File: config.mk
export PLATFORM = sky130hd
export DESIGN_NAME = ucode_engine
export DESIGN_NICKNAME = d
export VERILOG_FILES = /design/src/source/ucode_pkg.sv /design/src/source/ucode_fetch.sv /design/src/source/ucode_regfile.sv /design/src/source/ucode_branch.sv /design/src/source/ucode_execute.sv /design/src/source/ucode_engine.sv
export VERILOG_INCLUDE_DIRS = /design/src /design/src/source
export SDC_FILE = /design/constraint.sdc
export NUM_CORES = 2
export LEC_CHECK = 0
export BUFFER_PORTS_ARGS = -buffer_cell sky130_fd_sc_hd__buf_4
export CORE_ASPECT_RATIO = 0.7
export CORE_UTILIZATION = 24
export DETAILED_ROUTE_END_ITERATION = 16
export PLACE_DENSITY_LB_ADDON = 0.1
export SLEW_MARGIN = 30
export SYNTH_ARGS = -nofsm -noshare
export SYNTH_HDL_FRONTEND = slang
export SYNTH_SLANG_ARGS = --single-unit
File: constraint.sdc
create_clock -name clk_i -period 9.5 [get_ports clk_i]
set_input_delay 1.9 -clock clk_i [delete_from_list [all_inputs] [get_ports clk_i]]
set_output_delay 1.9 -clock clk_i [all_outputs]
set_load 0.1 [all_outputs]
File: src/source/ucode_config.svh
// microcode engine sizing macros shared by the package and the RTL.

`ifndef UCODE_CONFIG_SVH
`define UCODE_CONFIG_SVH

// ====================
// datapath widths
// ====================
`define UCODE_GPR_W       16  // register and outbound message width.
`define UCODE_PC_W        6   // microcode address width, 64 instructions.
`define UCODE_INST_W      32  // raw instruction width.
`define UCODE_REG_ADDR_W  3   // register index width, 8 registers.

// ====================
// send flow control
// ====================
`define UCODE_CREDITS     4   // credits held by the engine out of reset.
`define UCODE_CREDIT_W    3   // credit counter width, holds 0 to UCODE_CREDITS.

`endif

File: src/source/ucode_pkg.sv
// microcode engine types, instruction encodings and field decode helpers.
`default_nettype none

`include "ucode_config.svh"

package ucode_pkg;

  typedef logic [`UCODE_GPR_W-1:0]      gpr_t;       // register or message value.
  typedef logic [`UCODE_PC_W-1:0]       pc_t;        // microcode address.
  typedef logic [`UCODE_INST_W-1:0]     inst_t;      // raw instruction word.
  typedef logic [`UCODE_REG_ADDR_W-1:0] reg_addr_t;  // register index.
  typedef logic [`UCODE_CREDIT_W-1:0]   credit_t;    // send credit count.

  // instruction layout, msb first.
  //   [31:28] opcode, [27:26] branch op,
  //   [25:23] rd, [22:20] ra, [19:17] rb, [16] unused,
  //   [15:0]  immediate. a branch target is the low 6 bits of the immediate.
  typedef enum logic [3:0] {
    e_op_nop    = 4'd0,
    e_op_movi   = 4'd1,  // rd = imm.
    e_op_add    = 4'd2,  // rd = ra + rb.
    e_op_addi   = 4'd3,  // rd = ra + imm.
    e_op_send   = 4'd4,  // message = ra, needs one credit.
    e_op_branch = 4'd5,  // if (ra op rb) goto target.
    e_op_halt   = 4'd6
  } opcode_e;

  typedef enum logic [1:0] {
    e_br_eq  = 2'd0,
    e_br_neq = 2'd1,
    e_br_lt  = 2'd2,  // unsigned compares only.
    e_br_le  = 2'd3
  } branch_op_e;

  typedef enum logic [1:0] {
    e_idle    = 2'd0,
    e_run     = 2'd1,
    e_halted  = 2'd2
  } exec_state_e;

  // field extraction, kept here so fetch and execute slice the word the same way.
  function automatic opcode_e inst_opcode(inst_t inst);
    return opcode_e'(inst[31:28]);
  endfunction

  function automatic branch_op_e inst_branch_op(inst_t inst);
    return branch_op_e'(inst[27:26]);
  endfunction

  function automatic reg_addr_t inst_rd(inst_t inst);
    return inst[25:23];
  endfunction

  function automatic reg_addr_t inst_ra(inst_t inst);
    return inst[22:20];
  endfunction

  function automatic reg_addr_t inst_rb(inst_t inst);
    return inst[19:17];
  endfunction

  function automatic gpr_t inst_imm(inst_t inst);
    return inst[15:0];
  endfunction

  function automatic pc_t inst_target(inst_t inst);
    return inst[5:0];
  endfunction

endpackage

`default_nettype wire

File: src/source/ucode_fetch.sv
// fetch stage with the pc, a writable instruction memory and static branch prediction.
`default_nettype none

`include "ucode_config.svh"

module ucode_fetch (
  input  logic              clk_i,
  input  logic              rst_i,
  input  logic              start_i,
  input  logic              stall_i,        // execute is holding on a send without credit.
  input  logic              redirect_i,     // execute resolved a mispredict this cycle.
  input  ucode_pkg::pc_t    redirect_pc_i,
  input  logic              load_en_i,
  input  ucode_pkg::pc_t    load_addr_i,
  input  ucode_pkg::inst_t  load_data_i,
  input  logic              run_i,          // execute state is running.
  output ucode_pkg::inst_t  inst_o,
  output ucode_pkg::pc_t    inst_pc_o,
  output logic              pred_taken_o,
  output logic              inst_valid_o
);

  import ucode_pkg::*;

  localparam int unsigned imem_depth_lp = 1 << `UCODE_PC_W;

  inst_t imem [imem_depth_lp];  // microcode store, written only through the load port.

  pc_t   pc_q;         // address presented to the memory this cycle.
  pc_t   pc_n;
  inst_t rd_word;      // word leaving the memory array ahead of the output register.
  logic  rd_backward;  // rd_word is a branch whose target is at or below its own pc.

  inst_t inst_q;
  pc_t   inst_pc_q;
  logic  pred_q;
  logic  valid_q;

  // ====================
  // static prediction
  // ====================
  // backward branches are assumed to close loops, so they are predicted taken.
  // forward branches fall through.
  assign rd_word     = imem[pc_q];
  assign rd_backward = (inst_opcode(rd_word) == e_op_branch) &&
                       (inst_target(rd_word) <= pc_q);
  assign pc_n        = rd_backward ? inst_target(rd_word) : pc_t'(pc_q + 1'b1);

  // the program may only change while execute is idle or halted.
  always_ff @(posedge clk_i) begin
    if (load_en_i && !run_i) begin
      imem[load_addr_i] <= load_data_i;
    end
  end

  // ====================
  // pc and valid bit
  // ====================
  always_ff @(posedge clk_i) begin
    if (rst_i) begin
      pc_q    <= '0;
      valid_q <= 1'b0;
    end else if (start_i && !run_i) begin
      pc_q    <= '0;    // every run begins at address zero.
      valid_q <= 1'b0;
    end else if (!run_i) begin
      valid_q <= 1'b0;  // nothing reaches execute while idle or halted.
    end else if (redirect_i) begin
      pc_q    <= redirect_pc_i;
      valid_q <= 1'b0;  // the word fetched on the wrong path is squashed.
    end else if (!stall_i) begin
      pc_q    <= pc_n;
      valid_q <= 1'b1;
    end
  end

  // registered memory read, which also carries the pc and prediction with the word.
  always_ff @(posedge clk_i) begin
    if (run_i && !stall_i) begin
      inst_q    <= rd_word;
      inst_pc_q <= pc_q;
      pred_q    <= rd_backward;
    end
  end

  assign inst_o       = inst_q;
  assign inst_pc_o    = inst_pc_q;
  assign pred_taken_o = pred_q & valid_q;  // a bubble never claims a taken prediction.
  assign inst_valid_o = valid_q;

endmodule

`default_nettype wire

File: src/source/ucode_regfile.sv
// eight-entry register file with two combinational read ports and one write port.
`default_nettype none

`include "ucode_config.svh"

module ucode_regfile (
  input  logic                 clk_i,
  input  ucode_pkg::reg_addr_t ra_addr_i,
  input  ucode_pkg::reg_addr_t rb_addr_i,
  input  ucode_pkg::reg_addr_t wr_addr_i,
  input  logic                 wr_en_i,
  input  ucode_pkg::gpr_t      wr_data_i,
  output ucode_pkg::gpr_t      ra_data_o,
  output ucode_pkg::gpr_t      rb_data_o
);

  import ucode_pkg::*;

  localparam int unsigned num_regs_lp = 1 << `UCODE_REG_ADDR_W;

  gpr_t regs [num_regs_lp];  // entry 0 is never written.

  // writes land at the clock edge that ends the execute cycle.
  always_ff @(posedge clk_i) begin
    if (wr_en_i && (wr_addr_i != '0)) begin
      regs[wr_addr_i] <= wr_data_i;
    end
  end

  // ====================
  // read ports
  // ====================
  // register 0 is the zero register, so its storage is never consulted.
  // a write in the same cycle is not forwarded, which execute does not need
  // since the next instruction reads only after the edge.
  assign ra_data_o = (ra_addr_i == '0) ? '0 : regs[ra_addr_i];
  assign rb_data_o = (rb_addr_i == '0) ? '0 : regs[rb_addr_i];

endmodule

`default_nettype wire

File: src/source/ucode_branch.sv
// branch unit that compares two operands, flags a misprediction and picks the next pc.
`default_nettype none

module ucode_branch (
  input  ucode_pkg::gpr_t        opd_a_i,
  input  ucode_pkg::gpr_t        opd_b_i,
  input  logic                   branch_i,           // a valid branch is in execute.
  input  logic                   predicted_taken_i,  // fetch already steered to the target.
  input  ucode_pkg::branch_op_e  branch_op_i,
  input  ucode_pkg::pc_t         execute_pc_i,
  input  ucode_pkg::pc_t         branch_target_i,
  output logic                   mispredict_o,
  output ucode_pkg::pc_t         pc_o
);

  import ucode_pkg::*;

  logic opd_eq;    // operands are equal.
  logic opd_lt;    // operand a is below operand b, unsigned.
  logic cond_met;  // the compare selected by branch_op_i holds.
  logic taken;     // the instruction really changes the flow.
  pc_t  pc_plus_one;

  assign opd_eq      = (opd_a_i == opd_b_i);
  assign opd_lt      = (opd_a_i < opd_b_i);
  assign pc_plus_one = pc_t'(execute_pc_i + 1'b1);

  // ====================
  // compare
  // ====================
  // gt and ge are not here; the assembler swaps the operands of lt and le instead.
  always_comb begin
    unique case (branch_op_i)
      e_br_eq:  cond_met = opd_eq;
      e_br_neq: cond_met = !opd_eq;
      e_br_lt:  cond_met = opd_lt;
      e_br_le:  cond_met = opd_lt | opd_eq;
      default:  cond_met = 1'b0;
    endcase
  end

  assign taken = branch_i & cond_met;

  // wrong in either direction: taken but fell through, or steered but not taken.
  assign mispredict_o = taken ^ predicted_taken_i;

  // correct successor of whatever is in execute; non-branches simply step by one.
  assign pc_o = taken ? branch_target_i : pc_plus_one;

endmodule

`default_nettype wire

File: src/source/ucode_execute.sv
// execute stage with decode, alu, writeback, send credits, halt and pipeline flush.
`default_nettype none

`include "ucode_config.svh"

module ucode_execute (
  input  logic                   clk_i,
  input  logic                   rst_i,
  input  logic                   start_i,
  input  ucode_pkg::inst_t       inst_i,
  input  ucode_pkg::pc_t         inst_pc_i,
  input  logic                   pred_taken_i,
  input  logic                   inst_valid_i,
  input  ucode_pkg::gpr_t        ra_data_i,
  input  ucode_pkg::gpr_t        rb_data_i,
  input  logic                   mispredict_i,
  input  ucode_pkg::pc_t         next_pc_i,
  input  logic                   credit_i,        // one returned credit per high cycle.
  output ucode_pkg::reg_addr_t   ra_addr_o,
  output ucode_pkg::reg_addr_t   rb_addr_o,
  output ucode_pkg::reg_addr_t   wr_addr_o,
  output logic                   wr_en_o,
  output ucode_pkg::gpr_t        wr_data_o,
  output logic                   branch_o,
  output ucode_pkg::branch_op_e  branch_op_o,
  output ucode_pkg::pc_t         branch_target_o,
  output logic                   run_o,
  output logic                   stall_o,
  output logic                   redirect_o,
  output ucode_pkg::pc_t         redirect_pc_o,
  output logic                   msg_valid_o,
  output ucode_pkg::gpr_t        msg_data_o,
  output logic                   halted_o
);

  import ucode_pkg::*;

  exec_state_e state_q;
  credit_t     credit_q;
  opcode_e     op;
  logic        fire;     // a live instruction is in execute this cycle.
  logic        is_send;
  logic        send_go;  // the send leaves now and spends a credit.
  logic        msg_valid_q;
  gpr_t        msg_data_q;

  assign op      = inst_opcode(inst_i);
  assign fire    = (state_q == e_run) && inst_valid_i;
  assign is_send = fire && (op == e_op_send);
  assign send_go = is_send && (credit_q != '0);
  assign stall_o = is_send && (credit_q == '0);  // both stages hold until a credit lands.

  // operand fields go straight to the register file, reads are combinational.
  assign ra_addr_o = inst_ra(inst_i);
  assign rb_addr_o = inst_rb(inst_i);
  assign wr_addr_o = inst_rd(inst_i);

  // ====================
  // alu and writeback
  // ====================
  always_comb begin
    unique case (op)
      e_op_movi: wr_data_o = inst_imm(inst_i);
      e_op_add:  wr_data_o = gpr_t'(ra_data_i + rb_data_i);  // wraps modulo 2^16.
      e_op_addi: wr_data_o = gpr_t'(ra_data_i + inst_imm(inst_i));
      default:   wr_data_o = ra_data_i;                      // not written back.
    endcase
  end

  assign wr_en_o = fire && ((op == e_op_movi) || (op == e_op_add) || (op == e_op_addi));

  // ====================
  // branch and flush
  // ====================
  assign branch_o        = fire && (op == e_op_branch);
  assign branch_op_o     = inst_branch_op(inst_i);
  assign branch_target_o = inst_target(inst_i);
  assign redirect_o      = branch_o && mispredict_i;
  // a taken guess can only be wrong by falling through, so its recovery pc is
  // formed here and stays off the compare path through the branch unit.
  assign redirect_pc_o   = pred_taken_i ? pc_t'(inst_pc_i + 1'b1) : next_pc_i;

  // credits come back one per pulse and leave one per send.
  always_ff @(posedge clk_i) begin
    if (rst_i) begin
      credit_q <= credit_t'(`UCODE_CREDITS);
    end else begin
      unique case ({credit_i, send_go})
        2'b10:   credit_q <= credit_q + 1'b1;
        2'b01:   credit_q <= credit_q - 1'b1;
        default: credit_q <= credit_q;  // none, or one in and one out.
      endcase
    end
  end

  // outbound message is registered so the port is free of decode glitches.
  always_ff @(posedge clk_i) begin
    if (rst_i) begin
      msg_valid_q <= 1'b0;
    end else begin
      msg_valid_q <= send_go;
    end
  end

  always_ff @(posedge clk_i) begin
    if (send_go) begin
      msg_data_q <= ra_data_i;
    end
  end

  // ====================
  // control fsm
  // ====================
  always_ff @(posedge clk_i) begin
    if (rst_i) begin
      state_q <= e_idle;
    end else begin
      unique case (state_q)
        e_idle:   if (start_i) state_q <= e_run;
        e_run:    if (fire && (op == e_op_halt)) state_q <= e_halted;
        e_halted: if (start_i) state_q <= e_run;  // restart also clears the halt.
        default:  state_q <= e_idle;
      endcase
    end
  end

  assign run_o       = (state_q == e_run);
  assign halted_o    = (state_q == e_halted);
  assign msg_valid_o = msg_valid_q;
  assign msg_data_o  = msg_data_q;

endmodule

`default_nettype wire

File: src/source/ucode_engine.sv
// microcode engine top joining fetch, execute, the register file and the branch unit.
`default_nettype none

module ucode_engine (
  input  logic              clk_i,
  input  logic              rst_i,
  input  logic              load_en_i,    // program write, taken only when not running.
  input  ucode_pkg::pc_t    load_addr_i,
  input  ucode_pkg::inst_t  load_data_i,
  input  logic              start_i,      // run from pc 0, also leaves halted.
  output logic              msg_valid_o,
  output ucode_pkg::gpr_t   msg_data_o,
  input  logic              credit_i,
  output logic              halted_o
);

  import ucode_pkg::*;

  // ====================
  // stage wiring
  // ====================
  inst_t      inst;
  pc_t        inst_pc;
  logic       pred_taken;
  logic       inst_valid;
  logic       run;
  logic       stall;
  logic       redirect;
  pc_t        redirect_pc;
  reg_addr_t  ra_addr;
  reg_addr_t  rb_addr;
  reg_addr_t  wr_addr;
  logic       wr_en;
  gpr_t       wr_data;
  gpr_t       ra_data;
  gpr_t       rb_data;
  logic       branch;
  branch_op_e branch_op;
  pc_t        branch_target;
  logic       mispredict;
  pc_t        next_pc;

  ucode_fetch fetch (
    .clk_i(clk_i), .rst_i(rst_i), .start_i(start_i),
    .stall_i(stall), .redirect_i(redirect), .redirect_pc_i(redirect_pc),
    .load_en_i(load_en_i), .load_addr_i(load_addr_i), .load_data_i(load_data_i),
    .run_i(run),
    .inst_o(inst), .inst_pc_o(inst_pc), .pred_taken_o(pred_taken),
    .inst_valid_o(inst_valid)
  );

  ucode_regfile regfile (
    .clk_i(clk_i),
    .ra_addr_i(ra_addr), .rb_addr_i(rb_addr),
    .wr_addr_i(wr_addr), .wr_en_i(wr_en), .wr_data_i(wr_data),
    .ra_data_o(ra_data), .rb_data_o(rb_data)
  );

  // operands come straight off the read ports, so a branch resolves in its execute cycle.
  ucode_branch branch_unit (
    .opd_a_i(ra_data), .opd_b_i(rb_data),
    .branch_i(branch), .predicted_taken_i(pred_taken), .branch_op_i(branch_op),
    .execute_pc_i(inst_pc), .branch_target_i(branch_target),
    .mispredict_o(mispredict), .pc_o(next_pc)
  );

  ucode_execute execute (
    .clk_i(clk_i), .rst_i(rst_i), .start_i(start_i),
    .inst_i(inst), .inst_pc_i(inst_pc), .pred_taken_i(pred_taken),
    .inst_valid_i(inst_valid),
    .ra_data_i(ra_data), .rb_data_i(rb_data),
    .mispredict_i(mispredict), .next_pc_i(next_pc), .credit_i(credit_i),
    .ra_addr_o(ra_addr), .rb_addr_o(rb_addr),
    .wr_addr_o(wr_addr), .wr_en_o(wr_en), .wr_data_o(wr_data),
    .branch_o(branch), .branch_op_o(branch_op), .branch_target_o(branch_target),
    .run_o(run), .stall_o(stall), .redirect_o(redirect), .redirect_pc_o(redirect_pc),
    .msg_valid_o(msg_valid_o), .msg_data_o(msg_data_o), .halted_o(halted_o)
  );

endmodule

`default_nettype wire

### Yosys cells after proc, flatten, opt, wreduce, memory -nomap -nowiden

Memories as Yosys holds them, arrays and structs flattened. A register that Yosys moved wholly into a read port is not among the register bits.
Cells that the tools add are included.

* bits in writable memories: 2176
* logic and storage cells: 94
* register bits: 68
* input port bits: 43
* memories: 2

Memories
* fetch.imem: words 64, bits a word 32, read ports 1, clocked after Yosys merged registers in 1, write ports 1, RTL line ucode_fetch.sv:27 `inst_t imem [imem_depth_lp];`
* regfile.regs: words 8, bits a word 16, read ports 2, clocked after Yosys merged registers in 2, write ports 1, RTL line ucode_regfile.sv:21 `gpr_t regs [num_regs_lp];`

* reductions and logical operators: 31
* bitwise gates (word level): 5
* eq/ne operators: 18
* add/subtract/negate cells: 6
* $lt $le $gt $ge: 2
* muxes and demuxes: 21

Operators by type and width (count)
* $pmux 16 s3: 1
* $mux 6: 7
* $add 16x16->16: 2
* $mux 16: 2
* $eq 16x16->1: 1
* $eq 4x3->1 const B: 4
* $lt 16x16->1: 1
* $logic_and 1x1->1: 13
* $add 6x1->6 const B: 2
* $logic_not 3->1: 3
* $eq 2x2->1 const B: 4
* $eq 4x2->1 const B: 2
* $eq 2x1->1 const B: 3
* $le 6x6->1: 1
* $mux 3: 2
* $ne 2x1->1 const B: 3
* $pmux 3 s2: 1
* $reduce_bool 3->1: 2
* $eq 4x1->1 const B: 1
* $logic_not 2->1: 2
* $mux 1: 4
* $mux 2: 2
* $pmux 1 s4: 1
* $pmux 2 s2: 1
* other kinds (12): 18

### Logic depth before layout (Yosys ltp)

* depth in word-level cells: 12
* mapped depth: 19
* gate-level depth less buffers: 15

### Modules after synthesis

A second synthesis with hierarchy kept.

* cell total of the unflattened synthesis: 3931
* area total of the unflattened synthesis: 88633.8 µm²

Modules (own cells, without submodules)
* ucode_fetch: instances 1, area an instance 79936.7 µm², cells each 3225, seq. area each 62930.4 µm²
* ucode_regfile: instances 1, area an instance 5619.1 µm², cells each 342, seq. area each 3363.2 µm²
* ucode_execute: instances 1, area an instance 2477.4 µm², cells each 289, seq. area each 600.6 µm²
* ucode_branch: instances 1, area an instance 600.6 µm², cells each 75, seq. area each 0.0 µm²

### Worst setup path after synthesis

OpenSTA, ideal clock, no wires.

* path type: register -> register
* start point: register with a tool-made name
* end point: memory regfile.regs[0][15] (netlist name) (data pin)
* data arrival time: 4.667 ns
* data required time: 9.235 ns
* clock period less this slack: 4.933 ns
* setup slack: 4.567 ns
* cell stages (with the launch flop): 16
* path through: dfxtp_1 > clkbuf_1 > buf_1 > buf_2 > mux4_2 > mux2_2 > nand2_1 > o21ai_0 > ha_1 > a21o_1 > a2111oi_0 > o31ai_1 > o41ai_1 > o21ai_0 > xnor2_1 > o21ai_0

RTL lines (RTL line)
* end, declared: ucode_regfile.sv:21

==> metrics.md <==
| Metric | Value |
|---|---|
| All-Layer GR Usage | 0.152 |
| Max-cap violations | 0 |
| Int Pwr | around 16 mW |
| Unrepaired setup endpoints after global routing | false |
| #FFs+latches synth | 2191 |
| Post-route ant nets | 0 |
| Clk_lat worst skew | just over 0.9 ns |
| # rows | between 150 and 200 |
| Starting Density | 0.242 |
| Clock Skew | 0.0624 ns |
| Longest Clk Path Bufs | 4 |
| Fin crit share | 0.603 |
| Least-Margin Pin Slew | around 1 ns |
| Wire per inst | 31.3 microns |
| Die Height | 503 microns |
| Fmax | 175 MHz |
| Setup CP Type | flop to flop |
| Power density over the cells | 210 mW/mm^2 |
| Avg Synthesized Cell Area | 23.4 sq um |
| Yosys top cell area share | 0.757 |
| CTS Hold Bufs | 0 |
| First-iteration detailed-routing DRC count | 4035 |
| Switching share of power | 0.233 |
| H-tree level count | 4 |
| R2R depth | 13 |
| Post-synth EDFFs | between 2000 and 2500 |
| Sw Pwr | between 4 and 5 mW |
| CTS tree | yes |
| Clock sink total | 2191 |
| Num CTS Buffers | 226 |
| RD Place Congestion | 0.720 |
| Final Critical Period | ~5.7 ns |
| GRT Residual Overflow | 0 |
| Initial antenna violation count | 20 |
| Seq pwr share | 0.513 |
| Worst VDD drop | approximately 140 uV |
| Flop2flop setup slack | approximately 3.8 ns |
| Worst path arrival time | 6.44 ns |
| Yosys cell types | about 60 |
| Post-Syn Area | about 0.086 sq mm |
| Static Leakage | 29.5 nW |
| DRT Pass-1 Iters | 5 |
| Residual DRC | 0 |
| Syn-to-layout area delta | 16.7% |
| Outcome | complete, no violations |
| HPWL after DPL | around 160 mm |
| Worst hold-check slack | 0.516 ns |
| Synth area leaders | edfxtp_1, mux4_2, dfxtp_1 |
| CP endpoint kind | flop |
| Post-Route Setup TNS | 0 ns |
| CTS clock-pin slew for the worst setup and hold paths | 0.06 ns |
| FFs w/ async S/R, synth | 0 |
| Fin. Hold Viols | 0 |
| Synth area leader | edfxtp_1 |
| I/O pins | 61 |
| Number of port buffers | 59 |
| First-pass GRT wire length | around 380 mm |
| Synth warnings | 0 |
| Setup repair bufs after CTS | 0 |
| Commonest non-fill, non-tap cell in the layout | edfxtp_1 |
| Largest net degree at the start of global routing | 111 |
| PostCTS Resize Cnt | 0 |
| Clock power frac | 0.407 |
| DRT Wirelength | around 280 mm |
| CTS root buffer | clkbuf_16 |
| Type of element launching the critical path | flop |
| Die ar. | 0.360 sq mm |
| Final Cell Area | 0.100 sq mm |
| Combinational share of power | 0.080 |
| Net count, final | 4013 |
| Share of cells above drive strength 1 | 0.317 |
| Post-Synthesis Cells | 3672 |
| Worst Hold Class | flop to flop |
| Via density | ~4.6 |
| Placement-stage cell area | 0.0934 sq mm |
| Top FF cell, synth | edfxtp_1 |
| Critical-path maximum fanout | 36 |
| Via Count | just over 40000 |
| Final slew viol count | 0 |
| Final setup viols | 0 |
| Commonest cells after routing, fill and taps aside | edfxtp_1, mux4_2, clkbuf_16, buf_4, nand2_1 |
| Die Wd | about 720 microns |
| Worst rel slew slack | 0.323 |
| Vias in the first global route | 41328 |
| Post-synthesis sequential area ratio | 0.763 |
| Setup WS pre-CTS | 3.57 ns |
| Core footprint | 0.356 sq mm |
| Critical path data required time | 10.21 ns |
| PnR worst setup slack | 3.77 ns |
## worst min path at each step
| stage | cells after the start | slack [ns] | startpoint | end |
|---|---|---|---|---|
| 2_1_floorplan | 0 | 0.43 | fetch.pc_q[5] | fetch.inst_pc_o[5] |
| 3_3_place_gp | 1 | 0.50 | fetch.inst_o[18] | flop |
| 3_5_place_dp | 1 | 0.50 | fetch.inst_o[17] | flop |
| 4_1_cts | 2 | 0.53 | execute.credit_q[1] | execute.credit_q[1] |
| 5_1_grt | 1 | 0.56 | fetch.inst_o[19] | flop |
| 6_report | 2 | 0.52 | execute.credit_q[1] | execute.credit_q[1] |
## kinds of logic after synthesis
| logic type | after synthesis | synth area share |
|---|---|---|
| AO/OA/AOI/OAI | 162 | 0.0127 |
| multiplexers | 754 | 0.188 |
| AND/OR/NAND/NOR | 292 | 0.0156 |
| buffers and inverters | 210 | 0.0117 |
| flip-flops | 2191 | 0.763 |
| adder cells (fa/ha/maj) | 42 | 0.00629 |
| other | 1 | 0.0000437 |
| XOR/XNOR | 20 | 0.00204 |
## Yosys cell counts, types with 3 or more instances
cell and instances:
buf_1 31, nand2b_1 8, ha_1 40, nor3b_1 3, or2_2 4, o21ai_0 40, a221oi_1 10, xor2_1 8
and3_1 6, buf_2 47, o21bai_1 3, a21oi_1 26, a22o_1 5, a211oi_1 3, inv_1 24, clkbuf_1 84
a31oi_1 3, mux2i_1 34, edfxtp_1 2166, mux4_2 687, nor3_1 18, nor2_1 112, dfxtp_1 25, a21o_1 8
nand4_1 10, nor2b_1 16, o31ai_1 4, buf_6 17, or3_1 3, a22oi_1 33, and2_1 6, nand3b_1 3
nand3_1 18, xnor2_1 12, nand2_1 76, o211ai_1 4, buf_4 6, o221ai_1 9, mux2_2 32
## routing by layer
metal  GRT usage  up-vias  wire, microns
li1            -    16324              -
met1       0.243    22830         143000
met2       0.216      932         116000
met3      0.0215      305          12100
met4      0.0276        0           4720
met5           0        -              0
## power by group through the flow
stage | sequential (mW) | combinational (mW) | clock, mW
6_report | 10.8 | 1.68 | 8.58
5_1_grt | 10.8 | 1.82 | 9.18
4_1_cts | 10.8 | 1.72 | 8.85
3_5_place_dp | 11.0 | 1.72 | 0
3_3_place_gp | 11.0 | 1.71 | 0
2_1_floorplan | 11.0 | 1.05 | 0
## state kept, by name (all words and copies together) (netlist names), named ones only
name,cells
execute.msg_valid_o,1
fetch.pred_q,1
fetch.pc_q,6
execute.state_q,2
fetch.inst_o,31
execute.credit_q,3
fetch.inst_valid_o,1
fetch.imem,1984
execute.msg_data_o,16
regfile.regs,128
fetch.inst_pc_o,6
## per-stage QoR
| step | total power [mW] | std cells | utilization |
|---|---|---|---|
| final | 21.1 | 8822 | 0.282 |
| after global routing | 21.8 | 8815 | 0.282 |
| after CTS | 21.4 | 8813 | 0.282 |
| after detailed placement | 12.8 | 8415 | 0.263 |
| after global placement | 12.8 | 8399 | 0.261 |
| after floorplan | 12.0 | 3687 | - |
## area by class of cell
type | count | area (sq um)
Clock inverter | 111 | 862
Antenna cell | 7 | 17.5
Tap cell | 4717 | 5900
Timing Repair Buffer | 199 | 1900
Inverter | 24 | 90.1
Fill cell | 34689 | 255000
Clock buffer | 287 | 5980
Sequential cell | 2191 | 65600
Multi-Input combinational cell | 1286 | 19900
## critical path: stages, from the launching register on
cell and delay [ns]:
dfxtp_4 0.80, buf_4 0.77, mux4_2 0.62, mux4_2 0.53, a22oi_1 0.20, nand2_1 0.30, ha_1 0.42, a21oi_1 0.17
o221ai_1 0.12, a21oi_1 0.19, o32a_1 0.16, and4b_1 0.50, mux2_4 0.35, a221oi_1 0.35
Note: power is estimated with default switching activity, not from simulation.
